**src/common/csr_index_consts.svh**
```systemverilog
// Width, depth and timing constants shared by the CSR index generator RTL and its testbench
`ifndef CSR_INDEX_CONSTS_SVH
`define CSR_INDEX_CONSTS_SVH

// Index, offset and stride width
`define CSR_INDEX_W 32

// Array pointer and request base width
`define CSR_ADDR_W 64

// Shift amount applied to the index
`define CSR_SHIFT_W 5

// Request FIFO sizing
`define CSR_FIFO_DEPTH 16
`define CSR_PROG_THRESH 8

// FIFO busy time after reset is released
`define CSR_SETUP_CYCLES 4

`endif
```
**src/common/csr_index_pkg.sv**
```systemverilog
// Configuration and request types used across the CSR index generator, import where needed
`default_nettype none

`include "csr_index_consts.svh"

package csr_index_pkg;

    // -------------------------------------
    // Run configuration
    // -------------------------------------
    typedef struct packed {
        logic [`CSR_ADDR_W-1:0]  array_pointer;
        logic [`CSR_INDEX_W-1:0] index_start;
        logic [`CSR_INDEX_W-1:0] index_end;
        logic [`CSR_INDEX_W-1:0] stride;
        // Walk downward from index_start
        logic                    decrement;
        logic [`CSR_SHIFT_W-1:0] shift_amount;
        // Offset is index << amount when set, index >> amount otherwise
        logic                    shift_left;
    } index_config_t;

    // -------------------------------------
    // Memory request
    // -------------------------------------
    typedef struct packed {
        logic [`CSR_ADDR_W-1:0]  base;
        logic [`CSR_INDEX_W-1:0] offset;
    } request_t;

endpackage : csr_index_pkg

`default_nettype wire

```
**src/common/request_push_if.sv**
```systemverilog
// Push side of the request FIFO, the sequencer takes the master modport
`timescale 1ns/1ps
`default_nettype none

`include "csr_index_consts.svh"

interface request_push_if;

    import csr_index_pkg::*;

    // Write side
    logic     push;
    request_t push_data;

    // FIFO status back to the producer
    logic prog_full;
    logic empty;
    logic setup_busy;

    modport master (
        output push, push_data,
        input  prog_full, empty, setup_busy
    );

    modport fifo (
        input  push, push_data,
        output prog_full, empty, setup_busy
    );

endinterface : request_push_if

`default_nettype wire

```
**src/common/index_step_if.sv**
```systemverilog
// Sequencer to index stepper link, connect the master side to the sequencer
`timescale 1ns/1ps
`default_nettype none

`include "csr_index_consts.svh"

interface index_step_if;

    // Controls from the sequencer
    logic                    load;
    logic                    step;
    logic [`CSR_INDEX_W-1:0] load_value;
    logic [`CSR_INDEX_W-1:0] stride;
    logic                    decrement;
    logic [`CSR_INDEX_W-1:0] index_end;

    // Stepper state
    logic [`CSR_INDEX_W-1:0] count;
    logic                    at_end;

    modport master (
        output load, step, load_value, stride, decrement, index_end,
        input  count, at_end
    );

    modport stepper (
        input  load, step, load_value, stride, decrement, index_end,
        output count, at_end
    );

endinterface : index_step_if

`default_nettype wire

```
**src/source/csr_index_generator.sv**
```systemverilog
// Top level of the CSR neighbor index generator with plain ports around sequencer, stepper and FIFO
`timescale 1ns/1ps
`default_nettype none

`include "csr_index_consts.svh"

module csr_index_generator (
    input  logic                    ap_clk,
    input  logic                    areset,
    input  logic                    descriptor_valid,
    input  logic                    config_valid,
    input  logic [`CSR_ADDR_W-1:0]  config_array_pointer,
    input  logic [`CSR_INDEX_W-1:0] config_index_start,
    input  logic [`CSR_INDEX_W-1:0] config_index_end,
    input  logic [`CSR_INDEX_W-1:0] config_stride,
    input  logic                    config_decrement,
    input  logic [`CSR_SHIFT_W-1:0] config_shift_amount,
    input  logic                    config_shift_left,
    input  logic                    request_rd_en,
    output logic                    config_setup,
    output logic                    request_valid,
    output logic [`CSR_ADDR_W-1:0]  request_base,
    output logic [`CSR_INDEX_W-1:0] request_offset,
    output logic                    fifo_setup,
    output logic                    done
);

    import csr_index_pkg::*;

    index_config_t run_config;
    request_t      fifo_rd_data;

    index_step_if   step_bus ();
    request_push_if push_bus ();

    // Configuration word from the plain ports
    assign run_config.array_pointer = config_array_pointer;
    assign run_config.index_start   = config_index_start;
    assign run_config.index_end     = config_index_end;
    assign run_config.stride        = config_stride;
    assign run_config.decrement     = config_decrement;
    assign run_config.shift_amount  = config_shift_amount;
    assign run_config.shift_left    = config_shift_left;

    // -------------------------------------
    // Generator blocks
    // -------------------------------------
    index_sequencer u_index_sequencer (
        .ap_clk           (ap_clk),
        .areset           (areset),
        .descriptor_valid (descriptor_valid),
        .config_valid     (config_valid),
        .run_config       (run_config),
        .config_setup     (config_setup),
        .step             (step_bus),
        .push_port        (push_bus),
        .done             (done)
    );

    index_stepper u_index_stepper (
        .ap_clk (ap_clk),
        .areset (areset),
        .step   (step_bus)
    );

    request_fifo u_request_fifo (
        .ap_clk    (ap_clk),
        .areset    (areset),
        .push_port (push_bus),
        .rd_en     (request_rd_en),
        .rd_valid  (request_valid),
        .rd_data   (fifo_rd_data)
    );

    assign request_base   = fifo_rd_data.base;
    assign request_offset = fifo_rd_data.offset;
    assign fifo_setup     = push_bus.setup_busy;

endmodule : csr_index_generator

`default_nettype wire

```
**src/index_generator/index_sequencer.sv**
```systemverilog
// Run control for the index generator that captures one configuration and pushes one request per index
`timescale 1ns/1ps
`default_nettype none

`include "csr_index_consts.svh"

module index_sequencer (
    input  logic                         ap_clk,
    input  logic                         areset,
    input  logic                         descriptor_valid,
    input  logic                         config_valid,
    input  csr_index_pkg::index_config_t run_config,
    output logic                         config_setup,
    index_step_if.master                 step,
    request_push_if.master               push_port,
    output logic                         done
);

    import csr_index_pkg::*;

    typedef enum logic [3:0] {
        S_RESET,
        S_IDLE,
        S_SETUP_REQ,
        S_SETUP,
        S_START_TRANS,
        S_START,
        S_BUSY,
        S_PAUSE,
        S_DONE_TRANS,
        S_DONE
    } seq_state_t;

    seq_state_t    state;
    seq_state_t    next_state;
    logic          descriptor_reg;
    index_config_t config_reg;
    request_t      request_next;
    logic          issue;

    // -------------------------------------
    // Descriptor and configuration capture
    // -------------------------------------
    always_ff @(posedge ap_clk) begin
        if (areset) begin
            descriptor_reg <= 1'b0;
        end else begin
            descriptor_reg <= descriptor_valid;
        end
    end

    // First config_valid seen while waiting in setup
    always_ff @(posedge ap_clk) begin
        if (state == S_SETUP && config_valid) begin
            config_reg <= run_config;
        end
    end

    // -------------------------------------
    // Run state machine
    // -------------------------------------
    always_ff @(posedge ap_clk) begin
        if (areset) begin
            state <= S_RESET;
        end else begin
            state <= next_state;
        end
    end

    always_comb begin
        next_state = state;
        case (state)
            S_RESET:       next_state = S_IDLE;
            S_IDLE:        if (descriptor_reg) next_state = S_SETUP_REQ;
            S_SETUP_REQ:   next_state = S_SETUP;
            S_SETUP:       if (config_valid) next_state = S_START_TRANS;
            S_START_TRANS: next_state = S_START;
            // Hold off until the FIFO accepts writes
            S_START:       if (!push_port.setup_busy) next_state = S_BUSY;
            S_BUSY: begin
                if (step.at_end) begin
                    next_state = S_DONE_TRANS;
                end else if (push_port.prog_full) begin
                    next_state = S_PAUSE;
                end
            end
            S_PAUSE:       if (!push_port.prog_full) next_state = S_BUSY;
            // Consumer has drained every pushed request
            S_DONE_TRANS:  if (push_port.empty) next_state = S_DONE;
            S_DONE:        next_state = S_DONE;
            default:       next_state = S_RESET;
        endcase
    end

    // One setup pulse per run and a sticky done
    always_ff @(posedge ap_clk) begin
        if (areset) begin
            config_setup <= 1'b0;
            done         <= 1'b0;
        end else begin
            config_setup <= (state == S_SETUP_REQ);
            if (state == S_DONE) begin
                done <= 1'b1;
            end
        end
    end

    // -------------------------------------
    // Index stepper control
    // -------------------------------------
    assign issue = (state == S_BUSY) && !step.at_end && !push_port.prog_full;

    assign step.load       = (state == S_START_TRANS);
    assign step.step       = issue;
    assign step.load_value = config_reg.index_start;
    assign step.stride     = config_reg.stride;
    assign step.decrement  = config_reg.decrement;
    assign step.index_end  = config_reg.index_end;

    // -------------------------------------
    // Request formation and push
    // -------------------------------------
    always_comb begin
        request_next.base = config_reg.array_pointer;
        if (config_reg.shift_left) begin
            request_next.offset = step.count << config_reg.shift_amount;
        end else begin
            request_next.offset = step.count >> config_reg.shift_amount;
        end
    end

    always_ff @(posedge ap_clk) begin
        if (areset) begin
            push_port.push <= 1'b0;
        end else begin
            push_port.push <= issue;
        end
    end

    always_ff @(posedge ap_clk) begin
        if (issue) begin
            push_port.push_data <= request_next;
        end
    end

endmodule : index_sequencer

`default_nettype wire

```
**src/index_generator/request_fifo.sv**
```systemverilog
// Synchronous request FIFO with a programmable-full level and a setup-busy window after reset
`timescale 1ns/1ps
`default_nettype none

`include "csr_index_consts.svh"

module request_fifo (
    input  logic                   ap_clk,
    input  logic                   areset,
    request_push_if.fifo           push_port,
    input  logic                   rd_en,
    output logic                   rd_valid,
    output csr_index_pkg::request_t rd_data
);

    import csr_index_pkg::*;

    localparam int PTR_W   = $clog2(`CSR_FIFO_DEPTH);
    localparam int FILL_W  = $clog2(`CSR_FIFO_DEPTH + 1);
    localparam int SETUP_W = $clog2(`CSR_SETUP_CYCLES + 1);

    request_t           mem [`CSR_FIFO_DEPTH];
    logic [PTR_W-1:0]   wr_ptr;
    logic [PTR_W-1:0]   rd_ptr;
    logic [FILL_W-1:0]  fill;
    logic [SETUP_W-1:0] setup_cnt;
    logic               setup_busy_reg;
    logic               do_write;
    logic               do_read;

    assign do_write = push_port.push && !setup_busy_reg;
    assign do_read  = rd_en && (fill != '0);

    // -------------------------------------
    // Setup window after reset
    // -------------------------------------
    always_ff @(posedge ap_clk) begin
        if (areset) begin
            setup_cnt      <= SETUP_W'(`CSR_SETUP_CYCLES);
            setup_busy_reg <= 1'b1;
        end else if (setup_cnt != '0) begin
            setup_cnt      <= setup_cnt - 1'b1;
            setup_busy_reg <= (setup_cnt != SETUP_W'(1));
        end
    end

    // -------------------------------------
    // Pointers and fill level
    // -------------------------------------
    // Depth is a power of two so the pointers wrap on their own
    always_ff @(posedge ap_clk) begin
        if (areset) begin
            wr_ptr <= '0;
            rd_ptr <= '0;
            fill   <= '0;
        end else begin
            if (do_write) wr_ptr <= wr_ptr + 1'b1;
            if (do_read)  rd_ptr <= rd_ptr + 1'b1;
            case ({do_write, do_read})
                2'b10:   fill <= fill + 1'b1;
                2'b01:   fill <= fill - 1'b1;
                default: fill <= fill;
            endcase
        end
    end

    always_ff @(posedge ap_clk) begin
        if (do_write) begin
            mem[wr_ptr] <= push_port.push_data;
        end
    end

    // -------------------------------------
    // Read port, data one cycle after pop
    // -------------------------------------
    always_ff @(posedge ap_clk) begin
        if (areset) begin
            rd_valid <= 1'b0;
        end else begin
            rd_valid <= do_read;
        end
    end

    always_ff @(posedge ap_clk) begin
        if (do_read) begin
            rd_data <= mem[rd_ptr];
        end
    end

    assign push_port.prog_full  = (fill >= FILL_W'(`CSR_PROG_THRESH));
    assign push_port.empty      = (fill == '0);
    assign push_port.setup_busy = setup_busy_reg;

endmodule : request_fifo

`default_nettype wire

```
**src/index_generator/index_stepper.sv**
```systemverilog
// Index counter walking from the loaded start by a stride, flags the end of the range
`timescale 1ns/1ps
`default_nettype none

`include "csr_index_consts.svh"

module index_stepper (
    input  logic          ap_clk,
    input  logic          areset,
    index_step_if.stepper step
);

    logic [`CSR_INDEX_W-1:0] count_reg;
    logic [`CSR_INDEX_W-1:0] step_delta;

    // Stride as a two's complement delta, negated for a downward walk
    assign step_delta = step.decrement ? -step.stride : step.stride;

    // -------------------------------------
    // Count register
    // -------------------------------------
    always_ff @(posedge ap_clk) begin
        if (areset) begin
            count_reg <= '0;
        end else if (step.load) begin
            count_reg <= step.load_value;
        end else if (step.step) begin
            count_reg <= count_reg + step_delta;
        end
    end

    assign step.count = count_reg;

    // -------------------------------------
    // End of range
    // -------------------------------------
    // Upward walk ends at or past index_end, downward at or below it
    always_comb begin
        if (step.decrement) begin
            step.at_end = (count_reg <= step.index_end);
        end else begin
            step.at_end = (count_reg >= step.index_end);
        end
    end

endmodule : index_stepper

`default_nettype wire

```
**config.mk**
```make
export PLATFORM = sky130hd
export DESIGN_NAME = csr_index_generator
export DESIGN_NICKNAME = d
export VERILOG_FILES = /design/src/common/csr_index_pkg.sv /design/src/common/request_push_if.sv /design/src/common/index_step_if.sv /design/src/source/csr_index_generator.sv /design/src/index_generator/index_sequencer.sv /design/src/index_generator/request_fifo.sv /design/src/index_generator/index_stepper.sv
export VERILOG_INCLUDE_DIRS = /design/src /design/src/common
export SDC_FILE = /design/constraint.sdc
export NUM_CORES = 2
export LEC_CHECK = 0
export BUFFER_PORTS_ARGS = -buffer_cell sky130_fd_sc_hd__buf_2
export CAP_MARGIN = 20
export CORE_ASPECT_RATIO = 0.8
export CORE_MARGIN = 1.5
export CORE_UTILIZATION = 30
export CTS_CLUSTER_SIZE = 20
export DETAILED_ROUTE_END_ITERATION = 8
export PLACE_DENSITY = 0.52
export SLEW_MARGIN = 25
export SYNTH_ARGS = -nofsm -noshare
export SYNTH_HDL_FRONTEND = slang
export SYNTH_SLANG_ARGS = --single-unit
```
**constraint.sdc**
```tcl
create_clock -name ap_clk -period 19.6 [get_ports ap_clk]
set_input_delay 3.92 -clock ap_clk [delete_from_list [all_inputs] [get_ports ap_clk]]
set_output_delay 3.92 -clock ap_clk [all_outputs]
set_load 0.005 [all_outputs]
```
Word level (Yosys, flattened, before mapping)
Memory sizes are Yosys's and may differ from the RTL's. A register that Yosys moved wholly into a read port is not among the register bits. Index checks and enable logic that the tools add are counted.

Register bits: 321. Latch bits: 0. Bits in writable memories: 1536. Bits in read-only memories: 0. Input port bits: 172. Output and inout port bits: 100. Word-level logic and storage cells: 83. Memories kept: 1.

Memory list: u_request_fifo.mem (depth 16, width 96, read ports 1, clocked after memory_dff 1, wr ports 1, line request_fifo.sv:22) `` request_t mem [`CSR_FIFO_DEPTH]; ``.

$add $sub $neg: 7. Multiply operators: 0. Div/mod/pow operators: 0. $lt $le $gt $ge: 3. Equality and inequality tests: 18. Shift-type cells: 2. Multiplexer cells: 16. Bitwise logic cells: 0. Reductions and logical operators: 15.

Operators with widths (number): $mux 32 (4); $pmux 4 s10 (1); $add 32x32->32 (1); $ge 32x32->1 (1); $le 32x32->1 (1); $neg 32->32 (1); $shl 32x5->32 (1); $shr 32x5->32 (1); $mux 4 (7); $eq 4x3->1 const B (4); $pmux 5 s2 (1); $add 4x1->4 const B (2); $eq 4x2->1 const B (2); $eq 4x4->1 const B (2); $ne 2x2->1 const B (4); $ne 3x1->1 const B (2); $reduce_and 6->1 (1); $add 5x1->5 const B (1); $ge 5x4->1 const B (1); $logic_and 1x1->1 (5); $logic_not 5->1 (1); $reduce_bool 5->1 (1); $sub 5x1->5 const B (1); $eq 4x1->1 const B (1); other kinds (9) (14).

Longest topological paths before layout
Depth in word-level cells: 7. Depth in mapped cells: 18. Depth with buffers taken out: 17.

By module
Synthesis repeated with hierarchy kept, for this count alone.

Cells, all modules: 4104. Area, all modules: 78683.0 um^2.

By module, submodules not included: request_fifo (times used 1, cells each 2570, area each 61174.9 um^2, sequential area each 49367.3 um^2); index_sequencer (times used 1, cells each 907, area each 12817.3 um^2, sequential area each 8057.7 um^2); index_stepper (times used 1, cells each 627, area each 4690.7 um^2, sequential area each 640.6 um^2).

Worst setup path after synthesis
OpenSTA, ideal clock, no wires.

Path type: input to register. From: in config_valid. To: reg u_index_sequencer.config_reg[0] (netlist bit) (enable). Library setup time: 933 ps. Arrival: 15830 ps. Data required time: 18667 ps. Path slack: 2838 ps. Stages on the path: 1. Buffers on the path: 0. Cells stage by stage: nor3b_1.

Cells in the longest elaborated chain, start to end: 1.

RTL lines: from (decl) (line csr_index_generator.sv:11) `input logic config_valid,`; $logic_and 1x1->1 (line index_sequencer.sv:54) `if (state == S_SETUP && config_valid) begin`; to (signal assigned) (line index_sequencer.sv:55) `config_reg <= run_config;`; to (decl) (line index_sequencer.sv:37) `index_config_t config_reg;`.

Every way passes these cells. A chain may end at the register's enable or synchronous reset.

Final worst setup path
From: in request_rd_en. To: reg u_request_fifo.fill[4].

Cells in the longest elaborated chain, start to end: 3. Elaborated cells on any way between the ends: 5. Classes of those cells: eq/ne (2); mux (1); reduce/logical (2).

RTL lines: from (decl) (line csr_index_generator.sv:19) `input logic request_rd_en,`; $logic_and 1x1->1 (*) (line request_fifo.sv:32) `assign do_read = rd_en && (fill != '0);`; $eq 2x1->1 / $eq 2x2->1 (equally long branches) (line request_fifo.sv:59) `case ({do_write, do_read})`; $pmux 5 s2 / $reduce_bool 2->1 (equally long branches); to (signal assigned) (line request_fifo.sv:60) `2'b10: fill <= fill + 1'b1;`; to (signal assigned) (line request_fifo.sv:61) `2'b01: fill <= fill - 1'b1;`; to (signal assigned) (line request_fifo.sv:62) `default: fill <= fill;`; to (decl) (line request_fifo.sv:25) `logic [FILL_W-1:0] fill;`.

Every way passes the cells marked *; elsewhere a longest branch is shown, timed or not.

==> results.sh <==
export IMPL_via_count=37413
export IMPL_tightest_slew_ns=1.07
export IMPL_crit_family="buffers and inverters"
export IMPL_cp_max_fo=35
export IMPL_cp_depth=12
export IMPL_ys_top_cells_by_count="1895 x edfxtp_1, 499 x mux4_2, 136 x nor2_1, 130 x clkbuf_1, 112 x mux2i_1"
export IMPL_ys_warnings_count=0
export IMPL_max_freq_ghz=0.172
export IMPL_rows=166
export IMPL_synth_edf_count=1895
export IMPL_postSynthAreaPerCell_um2=20.9
export IMPL_synth_seq_cells=1953
export IMPL_clock_skew_final_ns=0.111
export IMPL_rsz0062_at_grt="no"
export IMPL_cts_resized=0
export IMPL_finalHoldViolations=0
export IMPL_synth_area_mm2=0.0770
export IMPL_nets=4293
export IMPL_track_usage_pct=15.0
export IMPL_pin_count=272
export IMPL_synth_top_family_by_area="multiplexers"
export IMPL_min_from="u_index_sequencer.config_reg[160]$_DFFE_PP_"
export IMPL_p_per_area_mw_per_mm2=97.5
export IMPL_fp_dieH_um=456
export IMPL_finalSetupTns_ns=0
export IMPL_power_mw=8.67
export IMPL_syn2layout_area_growth_pct=15.4
export IMPL_cts_setup_buffers=0
export IMPL_antenna_found_initial=8
export IMPL_rr_startpoint="u_request_fifo.rd_ptr[0]$_SDFFE_PP0P_"
export IMPL_yosys_top_cells_area="edfxtp_1 74%, mux4_2 15%, dfxtp_1 1.5%"
export IMPL_synth_adder_area_share_pct=1.37
export IMPL_grt_max_degree=97
export IMPL_cp_slowest_cell="buf_4"
export IMPL_dp_cells=7195
export IMPL_min_period_over_period_pct=29.7
export IMPL_rr_endpoint="u_request_fifo.rd_data[68]$_DFFE_PP_"
export IMPL_slowest_delay_ns=0.66
export IMPL_cts_root_buf="clkbuf_16"
export IMPL_globalplace_congestion=0.809
export IMPL_ys_seq_area_share_pct=75.4
export IMPL_ctsLongestPathBuffers=4
export IMPL_largestRegisters="u_request_fifo.mem x1536, u_index_sequencer.push_port.push_data x96, u_request_fifo.rd_data x96"
export IMPL_syn_inst=3689
export IMPL_numCtsBuffers=201
export IMPL_cts_tree="yes"
export IMPL_holdCritPathClass="reg2reg"
export IMPL_peakVddDrop_uv=68.5
export IMPL_worstPathRequired_ns=20.31
export IMPL_status="completed"
export IMPL_drt_wirelength_per_cell_um=26.3
export IMPL_ff2ff_setup_slack_ns=14.12
export IMPL_synth_area_leader_cell="edfxtp_1"
export IMPL_drc=0
export IMPL_use_met1_pct=21.3
export IMPL_crit_path_end_kind="register"
export IMPL_syn_nets=3944
export IMPL_drv_cap=0
export IMPL_cp_cell_sequence="buf_2, nor2b_4, buf_4, ha_1, inv_1, fa_1, inv_1, a21o_1, a21oi_1, xnor2_1, or3_1, a21oi_1"
export IMPL_clock_latency_ns=0.89
export IMPL_met3_usage_pct=2.35
export IMPL_vias_per_cell=4.96
export IMPL_reg2reg_depth=6
export IMPL_synth_top_area_share_pct=73.9
export IMPL_use_met2_pct=24.4
export IMPL_largest_reg_flops=1536
export IMPL_initialDrtViolationCount=3424
export IMPL_drt_pass1_iter_count=5
export IMPL_htree_num_levels=4
export IMPL_crit_arrival_ns=6.53
export IMPL_synth_compound_area_share_pct=2.83
export IMPL_core_mm2=0.255
export IMPL_synth_cell_types=70
export IMPL_synth_xor_area_share_pct=0.830
export IMPL_setup_worst_path_start="request_rd_en"
export IMPL_synth_most_common_cell="edfxtp_1"
export IMPL_fp_dieArea_mm2=0.260
export IMPL_place_port_buffers=271
export IMPL_cp_endpoint="u_request_fifo.fill[4]$_SDFFE_PP0P_"
export IMPL_slew_limit_headroom_pct=28.9
export IMPL_final_layout_size_suffix_gt1_share_pct=27.9
export IMPL_grt_most_used_layer="met2"
export IMPL_synth_mux_area_share_pct=16.1
export IMPL_synthFlopType="edfxtp_1"
export IMPL_async_reset_ff_share_pct=0
export IMPL_ant_nets=0
export IMPL_period_needed_ns=5.82
export IMPL_cp_buffers_inverters=4
export IMPL_critPathKind="in2reg"
export IMPL_clock_sinks=1953
export IMPL_grt_ovfl_total=0
export IMPL_wirelength_um=198000
export IMPL_synth_simple_area_share_pct=2.25
export IMPL_initial_utilization_pct=30.2
export IMPL_slew_viol_final=0
export IMPL_leakagePower_nw=27.7
export IMPL_cp_start_kind="primary input"
export IMPL_dp_hpwl_um=102000
export IMPL_hold_buffers=0
export IMPL_grt_pass1_wl_um=283000
export IMPL_dieWidth_um=570
export IMPL_path_clk_slew_ns=0.06
export IMPL_first_global_vias=38649
export IMPL_layout_cells_non_filler=7549
export IMPL_top_register="u_request_fifo.mem"
export IMPL_finalSetupViolations=0
## logic make-up after synthesis
group	count (synthesis)
flip-flops	1953
XOR/XNOR	73
adder cells (fa/ha/maj)	83
buffers and inverters	243
AND/OR/NAND/NOR	373
AO/OA/AOI/OAI	346
multiplexers	618
## power by group
group | total, mW | internal [mW] | switching (mW) | leakage (nW)
clock network | 3.70 | 2.09 | 1.60 | 3.05
registers | 4.63 | 4.57 | 0.0559 | 17.5
logic | 0.347 | 0.139 | 0.208 | 7.17
total | 8.67 | 6.81 | 1.86 | 27.7
## how the worst min path moves through the flow
| stage | endpoint | cells after the start | slack (ns) |
|---|---|---|---|
| floorplan | u_index_sequencer.push_port.push_data[32]$_DFFE_PP_ | 0 | 0.40 |
| global placement | u_index_sequencer.push_port.push_data[50]$_DFFE_PP_ | 0 | 0.40 |
| detailed placement | u_index_sequencer.push_port.push_data[51]$_DFFE_PP_ | 0 | 0.40 |
| CTS | u_index_sequencer.push_port.push_data[89]$_DFFE_PP_ | 0 | 0.37 |
| global route | u_index_sequencer.push_port.push_data[89]$_DFFE_PP_ | 0 | 0.37 |
| finish | u_index_sequencer.push_port.push_data[89]$_DFFE_PP_ | 0 | 0.36 |
## stage by stage
| stage | setup WS (ns) | utilization [%] | hold WS (ns) | instance area, µm² |
|---|---|---|---|---|
| 2_1_floorplan | 2.84 | - | 0.400 | 77000 |
| 3_3_place_gp | 12.87 | 32.4 | 0.402 | 82700 |
| 3_5_place_dp | 12.90 | 32.4 | 0.405 | 82700 |
| 4_1_cts | 13.76 | 34.8 | 0.372 | 88900 |
| 5_1_grt | 13.53 | 34.8 | 0.369 | 88900 |
| 6_report | 13.78 | 34.8 | 0.357 | 88900 |
## final cells by class
type                    instances  area [µm²]
repair buffers                334        2000
fillers                     23775      167000
well taps                    3360        4200
flip-flops and latches       1953       58100
clock inverters               123        1070
diodes                          1        2.50
inverters                      55         206
clock buffers                 230        5160
multi-input cells            1493       18200
## metal layers
layer | part of all wire (%) | wire length (µm)
met2 | 48 | 95600
met1 | 45 | 89900
met3 | 4.7 | 9310
met4 | 1.7 | 3460
met5 | 0.0050 | 10
## placed cells by master, fill, tap and decap left out, types with 38 or more instances in the layout
cell,n
mux2i_1,111
dfxtp_1,54
a21oi_1,100
ha_1,81
clkbuf_16,202
clkinv_1,46
o21ai_0,95
nor2_1,124
edfxtp_1,1895
xnor2_1,45
buf_2,271
inv_1,53
clkinv_2,38
buf_4,49
nand2_1,96
mux4_2,499
No activity file was read; power rests on OpenSTA's default activity.
